**config.mk**
```make
export PLATFORM = sky130hd
export DESIGN_NAME = id_stage
export DESIGN_NICKNAME = d
export VERILOG_FILES = /design/src/design/rv_id_pkg.sv /design/src/design/dec_if.sv /design/src/design/forward_if.sv /design/src/design/id_stage.sv /design/src/design/id_ex_reg.sv /design/src/design/operand_bypass.sv /design/src/design/rv_decoder.sv
export VERILOG_INCLUDE_DIRS = /design/src /design/src/design
export SDC_FILE = /design/constraint.sdc
export NUM_CORES = 1
export LEC_CHECK = 0
export BUFFER_PORTS_ARGS = -buffer_cell sky130_fd_sc_hd__buf_2
export CAP_MARGIN = 10
export CORE_AREA = 3 3 140 142
export DETAILED_ROUTE_END_ITERATION = 7
export DIE_AREA = 0 0 143 145
export PLACE_DENSITY = 0.72
export SYNTH_ARGS = -nofsm -noshare
export SYNTH_HDL_FRONTEND = slang
export SYNTH_SLANG_ARGS = --single-unit
export TNS_END_PERCENT = 30
```
**constraint.sdc**
```tcl
create_clock -name clk -period 2.4 [get_ports clk]
set_input_delay 0.12 -clock clk [delete_from_list [all_inputs] [get_ports clk]]
set_output_delay 0.12 -clock clk [all_outputs]
set_load 0.03 [all_outputs]
```
**src/design/rv_id_config.svh**
```systemverilog
`ifndef RV_ID_CONFIG_SVH
`define RV_ID_CONFIG_SVH

// datapath widths
`define RV_XLEN         32
`define RV_REG_AW       5
`define RV_ALUOP_W      8
`define RV_ALUSEL_W     3

// major opcodes in inst[6:0]
`define RV_OP_OPI       7'b0010011
`define RV_OP_OP        7'b0110011
`define RV_OP_LOAD      7'b0000011
`define RV_OP_STORE     7'b0100011
`define RV_OP_BRANCH    7'b1100011
`define RV_OP_JAL       7'b1101111
`define RV_OP_JALR      7'b1100111
`define RV_OP_LUI       7'b0110111
`define RV_OP_AUIPC     7'b0010111

// funct3 for OP and OP-IMM
`define RV_F3_ADD       3'b000
`define RV_F3_SLL       3'b001
`define RV_F3_SLT       3'b010
`define RV_F3_SLTU      3'b011
`define RV_F3_XOR       3'b100
`define RV_F3_SR        3'b101
`define RV_F3_OR        3'b110
`define RV_F3_AND       3'b111

// funct3 for loads and stores
`define RV_F3_LB        3'b000
`define RV_F3_LH        3'b001
`define RV_F3_LW        3'b010
`define RV_F3_LBU       3'b100
`define RV_F3_LHU       3'b101
`define RV_F3_SB        3'b000
`define RV_F3_SH        3'b001
`define RV_F3_SW        3'b010

// funct3 for branches and JALR
`define RV_F3_BEQ       3'b000
`define RV_F3_BNE       3'b001
`define RV_F3_BLT       3'b100
`define RV_F3_BGE       3'b101
`define RV_F3_BLTU      3'b110
`define RV_F3_BGEU      3'b111
`define RV_F3_JALR      3'b000

// funct7 ALT selects SUB and SRA
`define RV_F7_BASE      7'b0000000
`define RV_F7_ALT       7'b0100000

// ALU operation codes
`define EX_NOP          8'h00
`define EX_ADD          8'h01
`define EX_SUB          8'h02
`define EX_SLT          8'h03
`define EX_SLTU         8'h04
`define EX_XOR          8'h05
`define EX_OR           8'h06
`define EX_AND          8'h07
`define EX_SLL          8'h08
`define EX_SRL          8'h09
`define EX_SRA          8'h0a
`define EX_LB           8'h10
`define EX_LH           8'h11
`define EX_LW           8'h12
`define EX_LBU          8'h13
`define EX_LHU          8'h14
`define EX_SB           8'h18
`define EX_SH           8'h19
`define EX_SW           8'h1a
`define EX_BEQ          8'h20
`define EX_BNE          8'h21
`define EX_BLT          8'h22
`define EX_BGE          8'h23
`define EX_BLTU         8'h24
`define EX_BGEU         8'h25
`define EX_JAL          8'h28
`define EX_JALR         8'h29
`define EX_AUIPC        8'h2a

// result select codes
`define RES_NOP         3'b000
`define RES_LOGIC       3'b001
`define RES_SHIFT       3'b010
`define RES_ARITH       3'b011
`define RES_LD_ST       3'b100
`define RES_JAL         3'b101

`endif
```
**src/design/rv_id_pkg.sv**
```systemverilog
`include "rv_id_config.svh"

package rv_id_pkg;

    // data word or address
    typedef logic [`RV_XLEN-1:0] word_t;

    // raw instruction
    typedef logic [`RV_XLEN-1:0] inst_t;

    // register file index
    typedef logic [`RV_REG_AW-1:0] reg_addr_t;

    // ALU operation code
    typedef logic [`RV_ALUOP_W-1:0] alu_op_t;

    // result select code
    typedef logic [`RV_ALUSEL_W-1:0] alu_sel_t;

endpackage

```
**src/design/dec_if.sv**
```systemverilog
`timescale 1ns/1ns

// decoded control and immediate
interface dec_if;
    rv_id_pkg::alu_op_t    aluop;
    rv_id_pkg::alu_sel_t   alusel;
    logic                  wreg;
    rv_id_pkg::reg_addr_t  wd;
    rv_id_pkg::word_t      imm;

    modport dec (
        output aluop, alusel, wreg, wd, imm
    );

    modport stage (
        input aluop, alusel, wreg, wd, imm
    );

    // operand select only needs the immediate
    modport opsel (
        input imm
    );
endinterface

```
**src/design/forward_if.sv**
```systemverilog
`timescale 1ns/1ns

// bypass sources from the EX and MEM stages
interface forward_if;
    logic                  ex_ld;
    logic                  ex_wreg;
    rv_id_pkg::reg_addr_t  ex_wd;
    rv_id_pkg::word_t      ex_wdata;
    logic                  mem_wreg;
    rv_id_pkg::reg_addr_t  mem_wd;
    rv_id_pkg::word_t      mem_wdata;

    modport src (
        output ex_ld, ex_wreg, ex_wd, ex_wdata, mem_wreg, mem_wd, mem_wdata
    );

    modport dst (
        input ex_ld, ex_wreg, ex_wd, ex_wdata, mem_wreg, mem_wd, mem_wdata
    );
endinterface

```
**src/design/id_stage.sv**
```systemverilog
`timescale 1ns/1ns

module id_stage (
    input  logic                  clk,
    input  logic                  arst_n_i,
    input  rv_id_pkg::word_t      pc_i,
    input  rv_id_pkg::inst_t      inst_i,
    input  rv_id_pkg::word_t      reg1_data_i,
    input  rv_id_pkg::word_t      reg2_data_i,
    input  logic                  ex_ld_i,
    input  logic                  ex_wreg_i,
    input  rv_id_pkg::reg_addr_t  ex_wd_i,
    input  rv_id_pkg::word_t      ex_wdata_i,
    input  logic                  mem_wreg_i,
    input  rv_id_pkg::reg_addr_t  mem_wd_i,
    input  rv_id_pkg::word_t      mem_wdata_i,
    output logic                  reg1_read_o,
    output logic                  reg2_read_o,
    output rv_id_pkg::reg_addr_t  reg1_addr_o,
    output rv_id_pkg::reg_addr_t  reg2_addr_o,
    output rv_id_pkg::word_t      pc_o,
    output rv_id_pkg::alu_op_t    aluop_o,
    output rv_id_pkg::alu_sel_t   alusel_o,
    output rv_id_pkg::word_t      reg1_o,
    output rv_id_pkg::word_t      reg2_o,
    output rv_id_pkg::reg_addr_t  wd_o,
    output logic                  wreg_o,
    output rv_id_pkg::word_t      offset_o,
    output logic                  id_stall_o
);

    rv_id_pkg::word_t  src1_op;
    rv_id_pkg::word_t  src2_op;
    logic              src1_stall;
    logic              src2_stall;

    forward_if fwd_bus ();
    dec_if     dec_bus ();

    // bypass bundle from the later stages
    assign fwd_bus.ex_ld     = ex_ld_i;
    assign fwd_bus.ex_wreg   = ex_wreg_i;
    assign fwd_bus.ex_wd     = ex_wd_i;
    assign fwd_bus.ex_wdata  = ex_wdata_i;
    assign fwd_bus.mem_wreg  = mem_wreg_i;
    assign fwd_bus.mem_wd    = mem_wd_i;
    assign fwd_bus.mem_wdata = mem_wdata_i;

    rv_decoder u_dec (
        .inst_i      (inst_i),
        .reg1_read_o (reg1_read_o),
        .reg2_read_o (reg2_read_o),
        .reg1_addr_o (reg1_addr_o),
        .reg2_addr_o (reg2_addr_o),
        .dec         (dec_bus.dec)
    );

    operand_bypass u_src1 (
        .read_i    (reg1_read_o),
        .addr_i    (reg1_addr_o),
        .rf_data_i (reg1_data_i),
        .fwd       (fwd_bus.dst),
        .dec       (dec_bus.opsel),
        .operand_o (src1_op),
        .stall_o   (src1_stall)
    );

    operand_bypass u_src2 (
        .read_i    (reg2_read_o),
        .addr_i    (reg2_addr_o),
        .rf_data_i (reg2_data_i),
        .fwd       (fwd_bus.dst),
        .dec       (dec_bus.opsel),
        .operand_o (src2_op),
        .stall_o   (src2_stall)
    );

    id_ex_reg u_id_ex (
        .clk          (clk),
        .arst_n_i     (arst_n_i),
        .pc_i         (pc_i),
        .dec          (dec_bus.stage),
        .reg1_i       (src1_op),
        .reg2_i       (src2_op),
        .reg1_stall_i (src1_stall),
        .reg2_stall_i (src2_stall),
        .id_stall_o   (id_stall_o),
        .pc_o         (pc_o),
        .aluop_o      (aluop_o),
        .alusel_o     (alusel_o),
        .reg1_o       (reg1_o),
        .reg2_o       (reg2_o),
        .offset_o     (offset_o),
        .wd_o         (wd_o),
        .wreg_o       (wreg_o)
    );

endmodule

```
**src/design/id_ex_reg.sv**
```systemverilog
`timescale 1ns/1ns
`include "rv_id_config.svh"

module id_ex_reg (
    input  logic                  clk,
    input  logic                  arst_n_i,
    input  rv_id_pkg::word_t      pc_i,
    dec_if.stage                  dec,
    input  rv_id_pkg::word_t      reg1_i,
    input  rv_id_pkg::word_t      reg2_i,
    input  logic                  reg1_stall_i,
    input  logic                  reg2_stall_i,
    output logic                  id_stall_o,
    output rv_id_pkg::word_t      pc_o,
    output rv_id_pkg::alu_op_t    aluop_o,
    output rv_id_pkg::alu_sel_t   alusel_o,
    output rv_id_pkg::word_t      reg1_o,
    output rv_id_pkg::word_t      reg2_o,
    output rv_id_pkg::word_t      offset_o,
    output rv_id_pkg::reg_addr_t  wd_o,
    output logic                  wreg_o
);

    assign id_stall_o = reg1_stall_i | reg2_stall_i;

    always_ff @(posedge clk or negedge arst_n_i) begin
        if (!arst_n_i) begin
            pc_o     <= '0;
            aluop_o  <= `EX_NOP;
            alusel_o <= `RES_NOP;
            reg1_o   <= '0;
            reg2_o   <= '0;
            offset_o <= '0;
            wd_o     <= '0;
            wreg_o   <= 1'b0;
        end else if (id_stall_o) begin
            // bubble into EX while upstream holds the instruction
            pc_o     <= '0;
            aluop_o  <= `EX_NOP;
            alusel_o <= `RES_NOP;
            reg1_o   <= '0;
            reg2_o   <= '0;
            offset_o <= '0;
            wd_o     <= '0;
            wreg_o   <= 1'b0;
        end else begin
            pc_o     <= pc_i;
            aluop_o  <= dec.aluop;
            alusel_o <= dec.alusel;
            reg1_o   <= reg1_i;
            reg2_o   <= reg2_i;
            offset_o <= dec.imm;
            wd_o     <= dec.wd;
            wreg_o   <= dec.wreg;
        end
    end

endmodule

```
**src/design/operand_bypass.sv**
```systemverilog
`timescale 1ns/1ns

module operand_bypass (
    input  logic                  read_i,
    input  rv_id_pkg::reg_addr_t  addr_i,
    input  rv_id_pkg::word_t      rf_data_i,
    forward_if.dst                fwd,
    dec_if.opsel                  dec,
    output rv_id_pkg::word_t      operand_o,
    output logic                  stall_o
);

    logic ex_hit;
    logic mem_hit;

    // x0 is compared like any other register
    assign ex_hit  = fwd.ex_wreg && (fwd.ex_wd == addr_i);
    assign mem_hit = fwd.mem_wreg && (fwd.mem_wd == addr_i);

    // load in EX still has no data for us
    assign stall_o = read_i && fwd.ex_ld && (fwd.ex_wd == addr_i);

    always_comb begin
        if (stall_o) begin
            operand_o = '0;
        end else if (read_i && ex_hit) begin
            operand_o = fwd.ex_wdata;
        end else if (read_i && mem_hit) begin
            operand_o = fwd.mem_wdata;
        end else if (read_i) begin
            operand_o = rf_data_i;
        end else begin
            // unread source carries the immediate
            operand_o = dec.imm;
        end
    end

endmodule

```
**src/design/rv_decoder.sv**
```systemverilog
`timescale 1ns/1ns
`include "rv_id_config.svh"

module rv_decoder (
    input  rv_id_pkg::inst_t      inst_i,
    output logic                  reg1_read_o,
    output logic                  reg2_read_o,
    output rv_id_pkg::reg_addr_t  reg1_addr_o,
    output rv_id_pkg::reg_addr_t  reg2_addr_o,
    dec_if.dec                    dec
);

    logic [6:0]            opcode;
    logic [2:0]            funct3;
    logic [6:0]            funct7;
    rv_id_pkg::reg_addr_t  rd;
    rv_id_pkg::word_t      i_imm;
    rv_id_pkg::word_t      s_imm;
    rv_id_pkg::word_t      sb_imm;
    rv_id_pkg::word_t      u_imm;
    rv_id_pkg::word_t      uj_imm;
    rv_id_pkg::word_t      shamt_imm;
    logic                  f7_chk;
    logic                  f7_ok;
    logic                  is_shift;
    logic                  known;

    assign opcode      = inst_i[6:0];
    assign rd          = inst_i[11:7];
    assign funct3      = inst_i[14:12];
    assign funct7      = inst_i[31:25];
    assign reg1_addr_o = inst_i[19:15];
    assign reg2_addr_o = inst_i[24:20];

    assign i_imm     = {{20{inst_i[31]}}, inst_i[31:20]};
    assign s_imm     = {{20{inst_i[31]}}, inst_i[31:25], inst_i[11:7]};
    assign sb_imm    = {{19{inst_i[31]}}, inst_i[31], inst_i[7], inst_i[30:25],
                        inst_i[11:8], 1'b0};
    assign u_imm     = {inst_i[31:12], 12'h000};
    assign uj_imm    = {{11{inst_i[31]}}, inst_i[31], inst_i[19:12], inst_i[20],
                        inst_i[30:21], 1'b0};
    assign shamt_imm = {27'h0, inst_i[24:20]};

    // funct7 matters for all of OP and for the OP-IMM shifts
    assign is_shift = (funct3 == `RV_F3_SLL) || (funct3 == `RV_F3_SR);
    assign f7_chk   = (opcode == `RV_OP_OP) || is_shift;
    assign f7_ok    = !f7_chk || (funct7 == `RV_F7_BASE) ||
                      ((funct7 == `RV_F7_ALT) &&
                       ((funct3 == `RV_F3_SR) ||
                        ((funct3 == `RV_F3_ADD) && (opcode == `RV_OP_OP))));

    // operation and result class
    always_comb begin
        dec.aluop  = `EX_NOP;
        dec.alusel = `RES_NOP;
        case (opcode)
            `RV_OP_OPI, `RV_OP_OP: begin
                if (f7_ok) begin
                    case (funct3)
                        `RV_F3_ADD: begin
                            dec.aluop  = (opcode == `RV_OP_OP && funct7 == `RV_F7_ALT) ?
                                         `EX_SUB : `EX_ADD;
                            dec.alusel = `RES_ARITH;
                        end
                        `RV_F3_SLT: begin
                            dec.aluop  = `EX_SLT;
                            dec.alusel = `RES_ARITH;
                        end
                        `RV_F3_SLTU: begin
                            dec.aluop  = `EX_SLTU;
                            dec.alusel = `RES_ARITH;
                        end
                        `RV_F3_XOR: begin
                            dec.aluop  = `EX_XOR;
                            dec.alusel = `RES_LOGIC;
                        end
                        `RV_F3_OR: begin
                            dec.aluop  = `EX_OR;
                            dec.alusel = `RES_LOGIC;
                        end
                        `RV_F3_AND: begin
                            dec.aluop  = `EX_AND;
                            dec.alusel = `RES_LOGIC;
                        end
                        `RV_F3_SLL: begin
                            dec.aluop  = `EX_SLL;
                            dec.alusel = `RES_SHIFT;
                        end
                        default: begin
                            dec.aluop  = (funct7 == `RV_F7_ALT) ? `EX_SRA : `EX_SRL;
                            dec.alusel = `RES_SHIFT;
                        end
                    endcase
                end
            end
            `RV_OP_LOAD: begin
                dec.alusel = `RES_LD_ST;
                case (funct3)
                    `RV_F3_LB:  dec.aluop = `EX_LB;
                    `RV_F3_LH:  dec.aluop = `EX_LH;
                    `RV_F3_LW:  dec.aluop = `EX_LW;
                    `RV_F3_LBU: dec.aluop = `EX_LBU;
                    `RV_F3_LHU: dec.aluop = `EX_LHU;
                    default:    dec.alusel = `RES_NOP;
                endcase
            end
            `RV_OP_STORE: begin
                dec.alusel = `RES_LD_ST;
                case (funct3)
                    `RV_F3_SB: dec.aluop = `EX_SB;
                    `RV_F3_SH: dec.aluop = `EX_SH;
                    `RV_F3_SW: dec.aluop = `EX_SW;
                    default:   dec.alusel = `RES_NOP;
                endcase
            end
            `RV_OP_BRANCH: begin
                // branches produce no register result
                case (funct3)
                    `RV_F3_BEQ:  dec.aluop = `EX_BEQ;
                    `RV_F3_BNE:  dec.aluop = `EX_BNE;
                    `RV_F3_BLT:  dec.aluop = `EX_BLT;
                    `RV_F3_BGE:  dec.aluop = `EX_BGE;
                    `RV_F3_BLTU: dec.aluop = `EX_BLTU;
                    `RV_F3_BGEU: dec.aluop = `EX_BGEU;
                    default:     dec.aluop = `EX_NOP;
                endcase
            end
            `RV_OP_JAL: begin
                dec.aluop  = `EX_JAL;
                dec.alusel = `RES_JAL;
            end
            `RV_OP_JALR: begin
                if (funct3 == `RV_F3_JALR) begin
                    dec.aluop  = `EX_JALR;
                    dec.alusel = `RES_JAL;
                end
            end
            `RV_OP_LUI: begin
                // both operands carry the immediate
                dec.aluop  = `EX_OR;
                dec.alusel = `RES_LOGIC;
            end
            `RV_OP_AUIPC: begin
                dec.aluop  = `EX_AUIPC;
                dec.alusel = `RES_ARITH;
            end
            default: begin
            end
        endcase
    end

    assign known  = (dec.aluop != `EX_NOP);
    assign dec.wd = rd;

    // register reads, write enable and immediate per format
    always_comb begin
        dec.wreg    = 1'b0;
        reg1_read_o = 1'b0;
        reg2_read_o = 1'b0;
        dec.imm     = '0;
        if (known) begin
            case (opcode)
                `RV_OP_OPI: begin
                    dec.wreg    = 1'b1;
                    reg1_read_o = 1'b1;
                    dec.imm     = is_shift ? shamt_imm : i_imm;
                end
                `RV_OP_OP: begin
                    dec.wreg    = 1'b1;
                    reg1_read_o = 1'b1;
                    reg2_read_o = 1'b1;
                end
                `RV_OP_LOAD, `RV_OP_JALR: begin
                    dec.wreg    = 1'b1;
                    reg1_read_o = 1'b1;
                    dec.imm     = i_imm;
                end
                `RV_OP_STORE: begin
                    reg1_read_o = 1'b1;
                    reg2_read_o = 1'b1;
                    dec.imm     = s_imm;
                end
                `RV_OP_BRANCH: begin
                    reg1_read_o = 1'b1;
                    reg2_read_o = 1'b1;
                    dec.imm     = sb_imm;
                end
                `RV_OP_JAL: begin
                    dec.wreg = 1'b1;
                    dec.imm  = uj_imm;
                end
                `RV_OP_LUI, `RV_OP_AUIPC: begin
                    dec.wreg = 1'b1;
                    dec.imm  = u_imm;
                end
                default: begin
                end
            endcase
        end
    end

endmodule

```
==> metrics.csv <==
stage;metric;value;unit
outcome;outcome;complete, no violations;
pwr;power per cell area;538;mW/mm²
grt;vias in the first global route;8800;
sta;min cycle time layout;2380;ps
clocking;TritonCTS Buffers;17;
route;Via density;5.62;
worst_setup_path;worst endpoint required time;2280;ps
route;via count;8602;
grt;initial antenna violation count;6;
cells_and_area;fillers;1569;
worst_setup_path;crit end category;primary output;
grt;first-pass GRT wire length;50.8;mm
logic_synthesis;post-synthesis mux area share;5.73;%
worst_setup_path;critical path capture point;reg2_read_o;
logic_synthesis;Yosys top cell area share;46.9;%
logic_synthesis;post-synth top area cell;dfrtp_1;
grt;largest net degree at the start of global routing;62;
worst_setup_path;CP startpoint;inst_i[27];
cells_and_area;commonest non-fill, non-tap cell in the layout;buf_2;
pwr;Peak VDD IR;438;µV
logic_synthesis;Ys Warns;0;
route;# DRC;0;
die;die width;143;µm
clocking;clock buffer depth;2;
logic_synthesis;main combinational cell family by area after synthesis;compound AO/OA/AOI/OAI gates;
min_path;Hold Path Class;primary input to flip-flop;
clocking;CTS H-tree lvls;4;
logic_synthesis;prevailing post-synth register cell;dfrtp_1;
logic_synthesis;mean post-synth cell area;9.51;µm²
cells_and_area;Final Util;62.7;%
logic_synthesis;Post-Syn Instances;802;
route;Routed WL;33.9;mm
logic_synthesis;EDFF count, synth;0;
clocking;CTS tree;built;
sta;Worst slew margin;52.3;%
worst_setup_path;worst-path fanout max;15;
logic_synthesis;Synth Area in Simple Gates;18.5;%
cells_and_area;Nets;1483;
grt;Global Route Usage Sum;32.0;%
logic_synthesis;Synth Register Bits;143;
logic_synthesis;Synth Area in Adders;0;%
logic_synthesis;asr flop ratio synth;100;%
die;Placeable Area;0.0186;mm²
die;initial core utilization;41.1;%
clocking;Clock Sinks;143;
route;First DRT Iteration DRCs;662;
placed_design;placed instance area;0.0102;mm²
placed_design;IO Port Bufs;362;
sta;Highest Clock Rate;421;MHz
grt;grt total ovfl;0;
die;Top Ports;365;
pwr;leak pwr;5.96;nW
clocking;Clock Tree Root;clkbuf_16;
sta;WHS;20.5;ps
logic_synthesis;Synth Cell Area;0.00763;mm²
sta;final hold vios;0;
route;Routed Antenna Nets;0;
worst_setup_path;crit path DAT;2260;ps
logic_synthesis;synth top area cells;dfrtp_1, a21oi_1, mux2i_1, nor2b_1, nor2_1;
cells_and_area;Area Overhead vs Synth;52.8;%
logic_synthesis;Distinct cells, synth;56;
route;drt wl/cell;22.1;µm
sta;setup violators final;0;
job;maxcap violations;0;
min_path;Hold Crit Start;inst_i[30];
cells_and_area;most frequent cells in the layout;buf_2, dfrtp_1, buf_4, a21oi_1, dlygate4sd3_1;
die;Die Y;145;µm
die;Die Area;0.0207;mm²
clocking;CTS clock-pin slew for the worst setup and hold paths;60;ps
logic_synthesis;post-synthesis compound-gate area fraction;20.7;%
cells_and_area;share of post-route cells with drive strength above 1;42.0;%
logic_synthesis;sequential area share after synthesis;46.9;%
worst_setup_path;crit path launch type;primary input;
route;DR pass1 iterations;8;
sta;Max Transition Viols Final;0;
worst_setup_path;Setup CP Type;primary input to primary output;
die;Cell Rows;50;
sta;Setup TNS Final;0;ps
placed_design;dpl hpwl;25.0;mm
logic_synthesis;Synth Area in XOR/XNOR;2.30;%
sta;Tightest Pin Transition;713;ps
placed_design;Routability Congestion;0.989;
cells_and_area;final instance area;0.0117;mm²
sta;period utilization;99.0;%
==> state kept, by name (all words and copies together) (netlist names) <==
signal	flops
u_id_ex.reg2_o	32
u_id_ex.wd_o	5
u_id_ex.alusel_o	3
u_id_ex.wreg_o	1
u_id_ex.offset_o	32
u_id_ex.pc_o	32
u_id_ex.aluop_o	6
u_id_ex.reg1_o	32
==> power breakdown <==
part / internal [mW] / switching (mW)
clock: 1.69 / 1.13
sequential: 2.45 / 0.0114
combinational: 0.435 / 0.553
total: 4.57 / 1.70
==> Yosys cell counts (all sizes together) (11+ instances only) <==
master and instances:
a21o 26, a21oi 79, a221oi 18, a222oi 12
a22oi 11, buf 39, clkbuf 49, dfrtp 143
mux2i 38, nand2 64, nand3 18, nor2 66
nor2b 45, nor3 32, o211ai 27, o21ai 14
or2 17
==> critical path, cell delays in order <==
cell and delay [ps]:
buf_2 130, nor4_4 260, buf_4 170, buf_4 100, buf_4 90, nand3_1 80, a221o_1 380, nand4b_1 240
nor4_4 70, buf_6 140, buf_12 150, nor2_1 130, buf_4 180
==> routing by layer <==
metal  routed length (µm)  vias to the layer above  track usage [%]  share of wire [%]
met1                12200                     4115             37.2                 36
met2                16900                      578             55.0                 50
met4                 1470                        0             14.7                4.3
met5                    0                        -                0                  0
li1                     -                     3809                -                  -
met3                 3370                      100             7.81                 10
==> metrics by stage <==
| step | instances | power [mW] | setup slack (ps) |
|---|---|---|---|
| floorplan | 803 | 2.90 | 76.8 |
| global placement | 1416 | 3.38 | -168 |
| detailed placement | 1416 | 3.39 | -233 |
| CTS | 1521 | 6.29 | -17.6 |
| global route | 1529 | 6.47 | -14.2 |
| finish | 1530 | 6.27 | 23.8 |
==> area by class of cell <==
type	instances	area (µm²)	area share, %
Clock buffer	19	443	3.80
Sequential cell	143	3580	30.7
Multi-Input combinational cell	568	3660	31.4
Tap cell	234	293	2.51
Antenna cell	7	17.5	0.150
Timing Repair Buffer	542	3470	29.8
Inverter	4	15.0	0.129
Clock inverter	13	175	1.50
==> worst min-delay path by stage <==
stage	to	slack, ps	cells after the start
6_report	u_id_ex.offset_o[10]	20	3
2_1_floorplan	u_id_ex.aluop_o[0]	-180	0
5_1_grt	u_id_ex.reg2_o[0]	40	3
4_1_cts	u_id_ex.offset_o[10]	3	3
3_3_place_gp	u_id_ex.pc_o[18]	110	1
3_5_place_dp	u_id_ex.offset_o[25]	120	1
==> cell families after synthesis <==
family,count (synthesis)
mux,43
xor+xnor,20
compound gates,225
other cells,1
flops,143
buf+inv,92
simple gates,278
==> repair_timing <==
| action | 4_1_cts | 5_1_grt |
|---|---|---|
| endpoints found under the hold margin | 152 | 0 |
| pin swaps | 3 | 2 |
| hold buffers | 69 | 0 |
| setup buffers | 4 | 2 |
| setup endpoints to repair | 3 | 2 |
| resized for setup | 8 | 3 |
(Power assumes the default switching activity.)
